===== src/include/ahb_mtx_defines.svh =====
// Widths and AHB encodings shared by every output stage RTL file and its testbench through include
`ifndef AHB_MTX_DEFINES_SVH
`define AHB_MTX_DEFINES_SVH

// ------------------------------
// Port count and bus widths
// ------------------------------
`define AHB_NUM_PORTS      3        // Competing input ports
`define AHB_PORT_W         2        // Enough bits for a port number
`define AHB_ADDR_W         32       // HADDR
`define AHB_DATA_W         32       // HWDATA
`define AHB_MASTER_W       4        // HMASTER
`define AHB_PROT_W         4        // HPROT
`define AHB_BEAT_W         4        // Up to 15 remaining beats

// ------------------------------
// HTRANS codes
// ------------------------------
`define AHB_TRANS_IDLE     2'b00
`define AHB_TRANS_BUSY     2'b01
`define AHB_TRANS_NONSEQ   2'b10
`define AHB_TRANS_SEQ      2'b11

// ------------------------------
// HBURST codes
// ------------------------------
`define AHB_BURST_SINGLE   3'b000
`define AHB_BURST_INCR     3'b001   // Undefined length
`define AHB_BURST_WRAP4    3'b010
`define AHB_BURST_INCR4    3'b011
`define AHB_BURST_WRAP8    3'b100
`define AHB_BURST_INCR8    3'b101
`define AHB_BURST_WRAP16   3'b110
`define AHB_BURST_INCR16   3'b111

`endif


===== src/rtl/ahb_mtx_pkg.sv =====
// Types for the output stage blocks, referenced with ahb_mtx_pkg:: scoped names
`default_nettype none

`include "ahb_mtx_defines.svh"

package ahb_mtx_pkg;

  // ------------------------------
  // Plain vectors
  // ------------------------------
  typedef logic [`AHB_ADDR_W-1:0]   addr_t;     // HADDR
  typedef logic [`AHB_DATA_W-1:0]   data_t;     // HWDATA
  typedef logic [1:0]               trans_t;    // HTRANS
  typedef logic [2:0]               burst_t;    // HBURST
  typedef logic [2:0]               size_t;     // HSIZE
  typedef logic [`AHB_PROT_W-1:0]   prot_t;     // HPROT
  typedef logic [`AHB_MASTER_W-1:0] master_t;   // HMASTER
  typedef logic [`AHB_PORT_W-1:0]   port_idx_t; // Input port number
  typedef logic [`AHB_BEAT_W-1:0]   beat_t;     // Beats left in a fixed burst

  // ------------------------------
  // Address phase bundle
  // ------------------------------
  // One port's address and control, same layout on the slave side
  typedef struct packed
  {
    logic    sel;       // HSEL
    addr_t   addr;      // HADDR
    trans_t  trans;     // HTRANS
    logic    write;     // HWRITE
    size_t   size;      // HSIZE
    burst_t  burst;     // HBURST
    prot_t   prot;      // HPROT
    master_t master;    // HMASTER
    logic    mastlock;  // HMASTLOCK
  } ahb_ctrl_t;

  // Registered arbitration result
  typedef struct packed
  {
    logic      no_port; // Nobody owns the slave
    port_idx_t port;    // Owner when no_port is low
  } grant_t;

  // ------------------------------
  // Arbiter FSM
  // ------------------------------
  typedef enum logic [1:0]
  {
    ARB_OPEN,    // Free to re-arbitrate
    ARB_BURST,   // Inside a fixed-length burst
    ARB_LOCKED   // Locked sequence in progress
  } arb_state_e;

endpackage

`default_nettype wire


===== src/rtl/ahb_out_arb.sv =====
// Burst arbiter of the output stage, instantiated by ahb_out_stage to pick the slave owner
`timescale 1ns/1ns
`default_nettype none

`include "ahb_mtx_defines.svh"

module ahb_out_arb
(
  input  logic                   i_hclk,
  input  logic                   HRESETn,
  input  ahb_mtx_pkg::ahb_ctrl_t i_port_ctrl [`AHB_NUM_PORTS], // Per-port address phase
  input  logic [`AHB_NUM_PORTS-1:0] i_held_tran,              // Input stage holds a transfer
  input  ahb_mtx_pkg::ahb_ctrl_t i_slave_ctrl,                // Currently routed control
  input  logic                   i_hreadymux,                 // Phase completes this edge
  output ahb_mtx_pkg::grant_t    o_grant
);

  logic [`AHB_NUM_PORTS-1:0] req;         // Qualified requests
  logic                      pick_none;   // No request at all
  ahb_mtx_pkg::port_idx_t    pick_port;   // Lowest requesting port
  logic                      hsel_lock;   // Lock seen while selected
  logic                      hsel_lock_nxt;
  logic                      hlock_arb;   // Mastlock as the arbiter trusts it
  ahb_mtx_pkg::beat_t        beat_cnt;
  ahb_mtx_pkg::beat_t        beat_nxt;
  ahb_mtx_pkg::arb_state_e   arb_state;
  ahb_mtx_pkg::arb_state_e   state_nxt;
  ahb_mtx_pkg::grant_t       grant_q;
  ahb_mtx_pkg::grant_t       grant_nxt;
  logic                      hold;        // Keep current owner

  // Beats after the first one for each HBURST code
  function automatic ahb_mtx_pkg::beat_t burst_beats(input ahb_mtx_pkg::burst_t burst);
    ahb_mtx_pkg::beat_t beats;
    case (burst)
      `AHB_BURST_SINGLE, `AHB_BURST_INCR:  beats = ahb_mtx_pkg::beat_t'(0);  // No fixed length
      `AHB_BURST_WRAP4,  `AHB_BURST_INCR4:  beats = ahb_mtx_pkg::beat_t'(3);
      `AHB_BURST_WRAP8,  `AHB_BURST_INCR8:  beats = ahb_mtx_pkg::beat_t'(7);
      `AHB_BURST_WRAP16, `AHB_BURST_INCR16: beats = ahb_mtx_pkg::beat_t'(15);
    endcase
    return beats;
  endfunction

  // ------------------------------
  // Request qualification
  // ------------------------------
  always_comb
  begin
    for (int i = 0; i < `AHB_NUM_PORTS; i++)
    begin
      req[i] = i_port_ctrl[i].sel & i_held_tran[i];
    end
  end

  // Fixed priority, walk down so the lowest index is assigned last
  always_comb
  begin
    pick_none = 1'b1;
    pick_port = '0;
    for (int i = `AHB_NUM_PORTS - 1; i >= 0; i--)
    begin
      if (req[i])
      begin
        pick_none = 1'b0;
        pick_port = ahb_mtx_pkg::port_idx_t'(i);
      end
    end
  end

  // ------------------------------
  // Lock tracking
  // ------------------------------
  // Master may drop HSEL mid-lock to talk to another region
  assign hsel_lock_nxt = (i_slave_ctrl.sel & i_slave_ctrl.trans[1] & i_slave_ctrl.mastlock) ?
                         1'b1 :
                         (!i_slave_ctrl.mastlock) ? 1'b0 : hsel_lock;

  assign hlock_arb = i_slave_ctrl.mastlock & (hsel_lock | i_slave_ctrl.sel);

  // ------------------------------
  // Beat counting and FSM
  // ------------------------------
  always_comb
  begin
    beat_nxt = beat_cnt;
    if (!i_slave_ctrl.sel)
      beat_nxt = '0;                                // Slave not addressed
    else
      case (i_slave_ctrl.trans)
        `AHB_TRANS_IDLE:   beat_nxt = '0;          // Early end of burst
        `AHB_TRANS_BUSY:   beat_nxt = beat_cnt;    // Pause, count holds
        `AHB_TRANS_NONSEQ: beat_nxt = burst_beats(i_slave_ctrl.burst);
        `AHB_TRANS_SEQ:
        begin
          // Count only inside a burst or lock
          if ((arb_state != ahb_mtx_pkg::ARB_OPEN) && (beat_cnt != '0))
            beat_nxt = beat_cnt - 1'b1;
        end
      endcase
  end

  // Lock wins over burst
  always_comb
  begin
    if (hlock_arb)
      state_nxt = ahb_mtx_pkg::ARB_LOCKED;
    else if (beat_nxt != '0)
      state_nxt = ahb_mtx_pkg::ARB_BURST;
    else
      state_nxt = ahb_mtx_pkg::ARB_OPEN;
  end

  // ------------------------------
  // Grant selection
  // ------------------------------
  assign hold = (state_nxt == ahb_mtx_pkg::ARB_LOCKED) ||
                ((state_nxt == ahb_mtx_pkg::ARB_BURST) && (beat_nxt != '0));

  always_comb
  begin
    grant_nxt = grant_q;
    if (!hold)
    begin
      grant_nxt.no_port = pick_none;
      grant_nxt.port    = pick_port;
    end
  end

  // Everything moves only on a completing edge
  always_ff @(posedge i_hclk)
  begin
    if (!HRESETn)
    begin
      grant_q.no_port <= 1'b1;
      grant_q.port    <= '0;
      arb_state       <= ahb_mtx_pkg::ARB_OPEN;
      beat_cnt        <= '0;
      hsel_lock       <= 1'b0;
    end
    else if (i_hreadymux)
    begin
      grant_q   <= grant_nxt;
      arb_state <= state_nxt;
      beat_cnt  <= beat_nxt;
      hsel_lock <= hsel_lock_nxt;
    end
  end

  assign o_grant = grant_q;

endmodule

`default_nettype wire


===== src/rtl/ahb_addr_route.sv =====
// Address phase multiplexer of the output stage, steering the granted port onto the slave
`timescale 1ns/1ns
`default_nettype none

`include "ahb_mtx_defines.svh"

module ahb_addr_route
(
  input  ahb_mtx_pkg::ahb_ctrl_t    i_port_ctrl [`AHB_NUM_PORTS], // All ports' address phase
  input  ahb_mtx_pkg::grant_t       i_grant,                      // Registered owner
  output ahb_mtx_pkg::ahb_ctrl_t    o_slave_ctrl,                 // Shared slave side
  output logic [`AHB_NUM_PORTS-1:0] o_active                      // One-hot owner flags
);

  logic [`AHB_NUM_PORTS-1:0] port_hit;   // Grant decoded per port

  // ------------------------------
  // Grant decode
  // ------------------------------
  always_comb
  begin
    port_hit = '0;
    if (!i_grant.no_port)
    begin
      for (int i = 0; i < `AHB_NUM_PORTS; i++)
      begin
        port_hit[i] = (i_grant.port == ahb_mtx_pkg::port_idx_t'(i));
      end
    end
  end

  assign o_active = port_hit;   // Back to the input stages

  // ------------------------------
  // Control multiplexer
  // ------------------------------
  // Idle bus with sel low when nobody owns the slave
  always_comb
  begin
    o_slave_ctrl       = '0;
    o_slave_ctrl.trans = `AHB_TRANS_IDLE;
    for (int i = 0; i < `AHB_NUM_PORTS; i++)
    begin
      if (port_hit[i])
        o_slave_ctrl = i_port_ctrl[i];   // Whole bundle incl. sel
    end
  end

endmodule

`default_nettype wire


===== src/rtl/ahb_data_phase.sv =====
// Data phase half of the output stage that muxes HWDATA and builds HREADYMUXM for the slave
`timescale 1ns/1ns
`default_nettype none

`include "ahb_mtx_defines.svh"

module ahb_data_phase
(
  input  logic                i_hclk,
  input  logic                HRESETn,
  input  ahb_mtx_pkg::data_t  i_port_wdata [`AHB_NUM_PORTS], // Write data from each port
  input  ahb_mtx_pkg::grant_t i_grant,                       // Address phase owner
  input  logic                i_slave_sel,                   // Routed HSEL
  input  logic                i_hreadyout,                   // Slave HREADYOUT
  output ahb_mtx_pkg::data_t  o_hwdata,                      // HWDATAM
  output logic                o_hreadymux                    // HREADYMUXM
);

  ahb_mtx_pkg::grant_t data_grant;   // Owner of the data phase
  logic                slave_sel;    // Slave addressed last phase

  // ------------------------------
  // Data phase registers
  // ------------------------------
  // Address phase owner becomes data phase owner
  always_ff @(posedge i_hclk)
  begin
    if (!HRESETn)
    begin
      data_grant.no_port <= 1'b1;
      data_grant.port    <= '0;
    end
    else if (o_hreadymux)
    begin
      data_grant <= i_grant;
    end
  end

  always_ff @(posedge i_hclk)
  begin
    if (!HRESETn)
      slave_sel <= 1'b0;
    else if (o_hreadymux)
      slave_sel <= i_slave_sel;   // Same edge as data_grant
  end

  // ------------------------------
  // Write data mux
  // ------------------------------
  always_comb
  begin
    o_hwdata = '0;   // Zero when no owner
    if (!data_grant.no_port)
    begin
      for (int i = 0; i < `AHB_NUM_PORTS; i++)
      begin
        if (data_grant.port == ahb_mtx_pkg::port_idx_t'(i))
          o_hwdata = i_port_wdata[i];
      end
    end
  end

  // ------------------------------
  // HREADYMUXM
  // ------------------------------
  // Slave only stalls a phase it was part of
  assign o_hreadymux = slave_sel ? i_hreadyout : 1'b1;

endmodule

`default_nettype wire


===== src/rtl/ahb_out_stage.sv =====
// Top of the bus matrix output stage, routing one of the input ports onto the shared AHB slave
`timescale 1ns/1ns
`default_nettype none

`include "ahb_mtx_defines.svh"

module ahb_out_stage
(
  input  logic                      i_hclk,       // HCLK
  input  logic                      HRESETn,      // Sync, active low
  input  ahb_mtx_pkg::ahb_ctrl_t    i_port_ctrl [`AHB_NUM_PORTS], // Port address phase
  input  ahb_mtx_pkg::data_t        i_port_wdata [`AHB_NUM_PORTS], // Port write data
  input  logic [`AHB_NUM_PORTS-1:0] i_held_tran,  // Input stage has a held transfer
  input  logic                      i_hreadyout,  // HREADYOUTM from slave
  output logic [`AHB_NUM_PORTS-1:0] o_active,     // Port owns the slave
  output ahb_mtx_pkg::ahb_ctrl_t    o_slave_ctrl, // Slave address phase
  output ahb_mtx_pkg::data_t        o_hwdata,     // HWDATAM
  output logic                      o_hreadymux   // HREADYMUXM
);

  ahb_mtx_pkg::grant_t grant;   // Registered owner

  // ------------------------------
  // Request decode and arbitration
  // ------------------------------
  // Watches the routed control for bursts and locks
  ahb_out_arb u_arb
  (
    .i_hclk       (i_hclk),
    .HRESETn      (HRESETn),
    .i_port_ctrl  (i_port_ctrl),
    .i_held_tran  (i_held_tran),
    .i_slave_ctrl (o_slave_ctrl),
    .i_hreadymux  (o_hreadymux),
    .o_grant      (grant)
  );

  // ------------------------------
  // Address phase routing
  // ------------------------------
  ahb_addr_route u_addr_route
  (
    .i_port_ctrl  (i_port_ctrl),
    .i_grant      (grant),
    .o_slave_ctrl (o_slave_ctrl),
    .o_active     (o_active)
  );

  // ------------------------------
  // Data phase completion
  // ------------------------------
  ahb_data_phase u_data_phase
  (
    .i_hclk       (i_hclk),
    .HRESETn      (HRESETn),
    .i_port_wdata (i_port_wdata),
    .i_grant      (grant),
    .i_slave_sel  (o_slave_ctrl.sel),  // Routed HSEL
    .i_hreadyout  (i_hreadyout),
    .o_hwdata     (o_hwdata),
    .o_hreadymux  (o_hreadymux)       // Also feeds the arbiter
  );

endmodule

`default_nettype wire


===== config.mk =====
export PLATFORM = sky130hd
export DESIGN_NAME = ahb_out_stage
export DESIGN_NICKNAME = d
export VERILOG_FILES = /design/src/rtl/ahb_mtx_pkg.sv /design/src/rtl/ahb_out_arb.sv /design/src/rtl/ahb_addr_route.sv /design/src/rtl/ahb_data_phase.sv /design/src/rtl/ahb_out_stage.sv
export VERILOG_INCLUDE_DIRS = /design/src /design/src/include
export SDC_FILE = /design/constraint.sdc
export NUM_CORES = 1
export LEC_CHECK = 0
export BUFFER_PORTS_ARGS = -buffer_cell sky130_fd_sc_hd__buf_2
export CORE_AREA = 3 3 131 133
export DETAILED_ROUTE_END_ITERATION = 16
export DIE_AREA = 0 0 134 136
export GPL_TIMING_DRIVEN = 0
export SYNTH_ARGS = -nofsm -noshare
export SYNTH_HDL_FRONTEND = slang
export SYNTH_HIERARCHICAL = 1
export SYNTH_SLANG_ARGS = --single-unit

===== constraint.sdc =====
create_clock -name i_hclk -period 3.6 [get_ports i_hclk]
set_clock_uncertainty 0.2 [all_clocks]
set_input_delay 0.54 -clock i_hclk [delete_from_list [all_inputs] [get_ports i_hclk]]
set_output_delay 0.54 -clock i_hclk [all_outputs]
set_load 0.005 [all_outputs]

==> results.cfg <==
[clock_tree]
clock_path_buffers = 2
clk_latency_ns = 0.25
cts_made_buffers = 3
clock_tree.root_cell = sky130_fd_sc_hd__clkbuf_16
cts_max_level = 1
tritoncts_clock_tree = yes
clk_pin_slew_worst_paths_ns = 0.05
cts_num_sinks = 14
cts_setup_buffers = 0

[sta]
slew_viol_final = 0
min_period_ns = 3.22
rsz0062_at_grt = no
max_clock_freq_ghz = 0.310
timing.max_slew.rel_slack_pct = 47.9
finalCritPeriodShare_pct = 89.6
worst_pin_slew_ns = 0.781
setup-tns-final_ns = 0
timing_hold_violations_final = 0
setup_ws_ns = 0.376
setup_viol = 0

[power]
seq_power_share_pct = 15.2
p_total_uw = 1090
worst_ir_drop_vdd_mv = 0.204
power_frac_comb_pct = 63.0
netSwitchingPower_uw = 424
swShare_pct = 39.0
power.density_cell_area_nw_per_um2 = 170
internal_power_uw = 664
power.share.clock_pct = 21.9
p_leak_uw = 0.00295

[setup_path]
cp_num_cells = 11
path_buf_inv = 3
worst-r2r-cell-count = 11
worst_ep_required_time_ns = 3.52
crit_end = u_arb/o_grant[2]$_SDFFE_PN1P_
worst_reg2reg_setup_slack_ns = 0.38
crit_path_cell_trace = buf_6 > buf_12 > buf_12 > a211oi_2 > a211oi_4 > o21ai_1 > nor4_1 > mux2_2 > a21oi_1 > nor3_1 > nand3b_1
crit-reg2reg-launch = u_arb/o_grant[0]$_SDFFE_PN0P_
family_of_cells_with_the_greatest_summed_delay_on_the_critical_path = compound AO/OA/AOI/OAI gates
worst_setup_ep_type = flop
timing.rr.end = u_arb/o_grant[2]$_SDFFE_PN1P_
slowest_stage_delay_cp_ns = 0.42
critical_path.most_common_cell = sky130_fd_sc_hd__buf_12
crit_arrival_ns = 3.14
critical_path.startpoint_type = flop
timing.critical_path.slowest_stage_cell = sky130_fd_sc_hd__a211oi_4
path_max_fanout = 10
crit_start = u_arb/o_grant[0]$_SDFFE_PN0P_
critPathKind = flop to flop

[die]
die_width_um = 134
initial_core_util_pct = 27.1
chipHeight_um = 136
design.portCount = 342
std_cell_rows = 46
die_ar_um2 = 18200
core_area_um2 = 15900

[logic_synthesis]
syn-num-nets = 742
yosys.cell_types.count = 47
syn_inst = 486
synth_enable_flop_cells = 0
yosysSeqAreaShare_pct = 6.48
avgSynthCellArea_um2 = 8.90
register_bit_total_from_synthesis = 14
async_reset_ff_share_pct = 0
yosys_warnings = 6
ys.flop_type = sky130_fd_sc_hd__dfxtp_1
syn-cell-area_um2 = 4330

[detailed_routing]
routed-via-count = 5057
drt_pre_antenna_iters = 4
number_of_remaining_drc_errors = 0
avgViaCountPerCell = 4.83
route.detailed.wl_per_inst_um = 17.8
drtIter0Drc = 203
antenna_violating_nets_post_route = 0
routed_wirelength_mm = 18.7

[place]
port_buffers = 341
numPlacedInstances = 1043
place.gp.congestion = 0.831
dp_worst_setup_slack_ns = 0.213
post-dp-hpwl_mm = 15.7

[layout]
area_growth_syn_to_layout_pct = 48.0
final_layout_size_suffix_gt1_share_pct = 67.1
num_antenna_cells = 0
layout_commonest_cell = sky130_fd_sc_hd__buf_2
final-instance-count-excl-fill = 1047
layout.cells.most_common_list = sky130_fd_sc_hd__buf_2, sky130_fd_sc_hd__a211oi_2, sky130_fd_sc_hd__nor2b_1, sky130_fd_sc_hd__nand2b_1, sky130_fd_sc_hd__dfxtp_1
final_nets = 1088

[grt]
overflow = 0
grt_max_degree = 11
track_usage_pct = 19.0
grt_pass1_wl_mm = 27.8
first_global_vias = 5048
number_of_antenna_violations_at_the_first_check_in_global_routing = 2

[run_status]
run_status = completed

[flow_run]
maxCapViolCount = 0

[worst_hold_path]
hold_path_class = flop to flop
timing.hold.worst_path_depth = 2
worst register-to-register path: stages, from the launching register on:
cell	delay, ns
sky130_fd_sc_hd__dfxtp_1	0.41
sky130_fd_sc_hd__buf_6	0.19
sky130_fd_sc_hd__buf_12	0.17
sky130_fd_sc_hd__buf_12	0.15
sky130_fd_sc_hd__a211oi_2	0.09
sky130_fd_sc_hd__a211oi_4	0.42
sky130_fd_sc_hd__o21ai_1	0.18
sky130_fd_sc_hd__nor4_1	0.26
sky130_fd_sc_hd__mux2_2	0.39
sky130_fd_sc_hd__a21oi_1	0.36
sky130_fd_sc_hd__nor3_1	0.10
sky130_fd_sc_hd__nand3b_1	0.16
per-layer routing:
layer  global-route usage (%)  part of all wire [%]  wire (µm)
met1                     21.5                    38       7060
met2                     36.4                    51       9610
met3                     4.33                   9.1       1700
met4                     3.89                   1.5        284
met5                        0                  0.18         34
flip-flops by register name (all words and copies together) (netlist names):
register                 flops
u_arb/arb_state              2
u_arb/beat_cnt               4
u_arb/hsel_lock              1
u_arb/o_grant                3
u_data_phase/data_grant      3
u_data_phase/slave_sel       1
Yosys cell counts, types with 2 or more instances:
cell type / instances / area, µm²
sky130_fd_sc_hd__o21ai_0: 7 / 35.0
sky130_fd_sc_hd__clkbuf_1: 8 / 30.0
sky130_fd_sc_hd__nor2_1: 3 / 11.3
sky130_fd_sc_hd__nand3_1: 5 / 25.0
sky130_fd_sc_hd__nand2b_1: 83 / 519
sky130_fd_sc_hd__nor3_1: 4 / 20.0
sky130_fd_sc_hd__nand3b_1: 2 / 15.0
sky130_fd_sc_hd__buf_4: 5 / 37.5
sky130_fd_sc_hd__nand2_1: 11 / 41.3
sky130_fd_sc_hd__buf_2: 26 / 130
sky130_fd_sc_hd__a21oi_1: 5 / 25.0
sky130_fd_sc_hd__dfxtp_1: 14 / 280
sky130_fd_sc_hd__buf_6: 2 / 22.5
sky130_fd_sc_hd__a211oi_2: 155 / 1940
sky130_fd_sc_hd__clkbuf_4: 6 / 45.0
sky130_fd_sc_hd__buf_12: 9 / 180
sky130_fd_sc_hd__inv_1: 4 / 15.0
sky130_fd_sc_hd__nand4_1: 2 / 12.5
sky130_fd_sc_hd__nor2b_1: 88 / 551
sky130_fd_sc_hd__mux2i_1: 7 / 70.1
sky130_fd_sc_hd__buf_1: 2 / 7.51
sky130_fd_sc_hd__a211oi_1: 11 / 82.6
sky130_fd_sc_hd__nor3b_1: 3 / 22.5
cells by family after synthesis:
kind of cell | Yosys count | share of synthesized area [%]
AND/OR/NAND/NOR | 209 | 29.7
adder cells (fa/ha/maj) | 1 | 0.289
multiplexers | 8 | 1.88
AO/OA/AOI/OAI | 190 | 50.4
flip-flops | 14 | 6.48
buffers and inverters | 64 | 11.2
through the flow:
step | cell area, µm² | utilization [%] | hold WS [ns]
6_report | 6400 | 40.2 | 0.270
5_1_grt | 6400 | 40.2 | 0.337
4_1_cts | 6390 | 40.1 | 0.281
3_5_place_dp | 6300 | 39.5 | 0.270
3_3_place_gp | 6300 | 39.5 | 0.254
2_1_floorplan | 4330 | - | 0.232
worst min path at each step:
stage	end	slack (ns)	start
2_1_floorplan	u_arb/hsel_lock$_SDFFE_PN0P_	0.23	u_arb/hsel_lock$_SDFFE_PN0P_
3_3_place_gp	u_arb/hsel_lock$_SDFFE_PN0P_	0.25	u_arb/hsel_lock$_SDFFE_PN0P_
3_5_place_dp	u_arb/hsel_lock$_SDFFE_PN0P_	0.27	u_arb/hsel_lock$_SDFFE_PN0P_
4_1_cts	u_arb/hsel_lock$_SDFFE_PN0P_	0.28	u_arb/hsel_lock$_SDFFE_PN0P_
5_1_grt	u_arb/o_grant[1]$_SDFFE_PN0P_	0.34	u_arb/o_grant[1]$_SDFFE_PN0P_
6_report	u_arb/hsel_lock$_SDFFE_PN0P_	0.27	u_arb/hsel_lock$_SDFFE_PN0P_
power groups by stage:
stage          Sequential [µW]  Combinational, µW  Clock (µW)
2_1_floorplan              166                394           0
3_3_place_gp               168                683           0
3_5_place_dp               168                686           0
4_1_cts                    165                690         242
5_1_grt                    165                745         251
6_report                   165                685         238
repair_timing:
item	in CTS	in global routing
setup endpoints to repair	0	4
hold buffers	0	0
resized for setup	0	2
final cells by class:
type	instances	area (µm²)
plain buffers	60	470
clock buffers	4	88.8
fillers	1699	9540
inverters	4	15.0
multi-input cells	408	3570
flip-flops and latches	14	280
well taps	216	270
repair buffers	341	1710
Power figures use the tool's default switching activity.
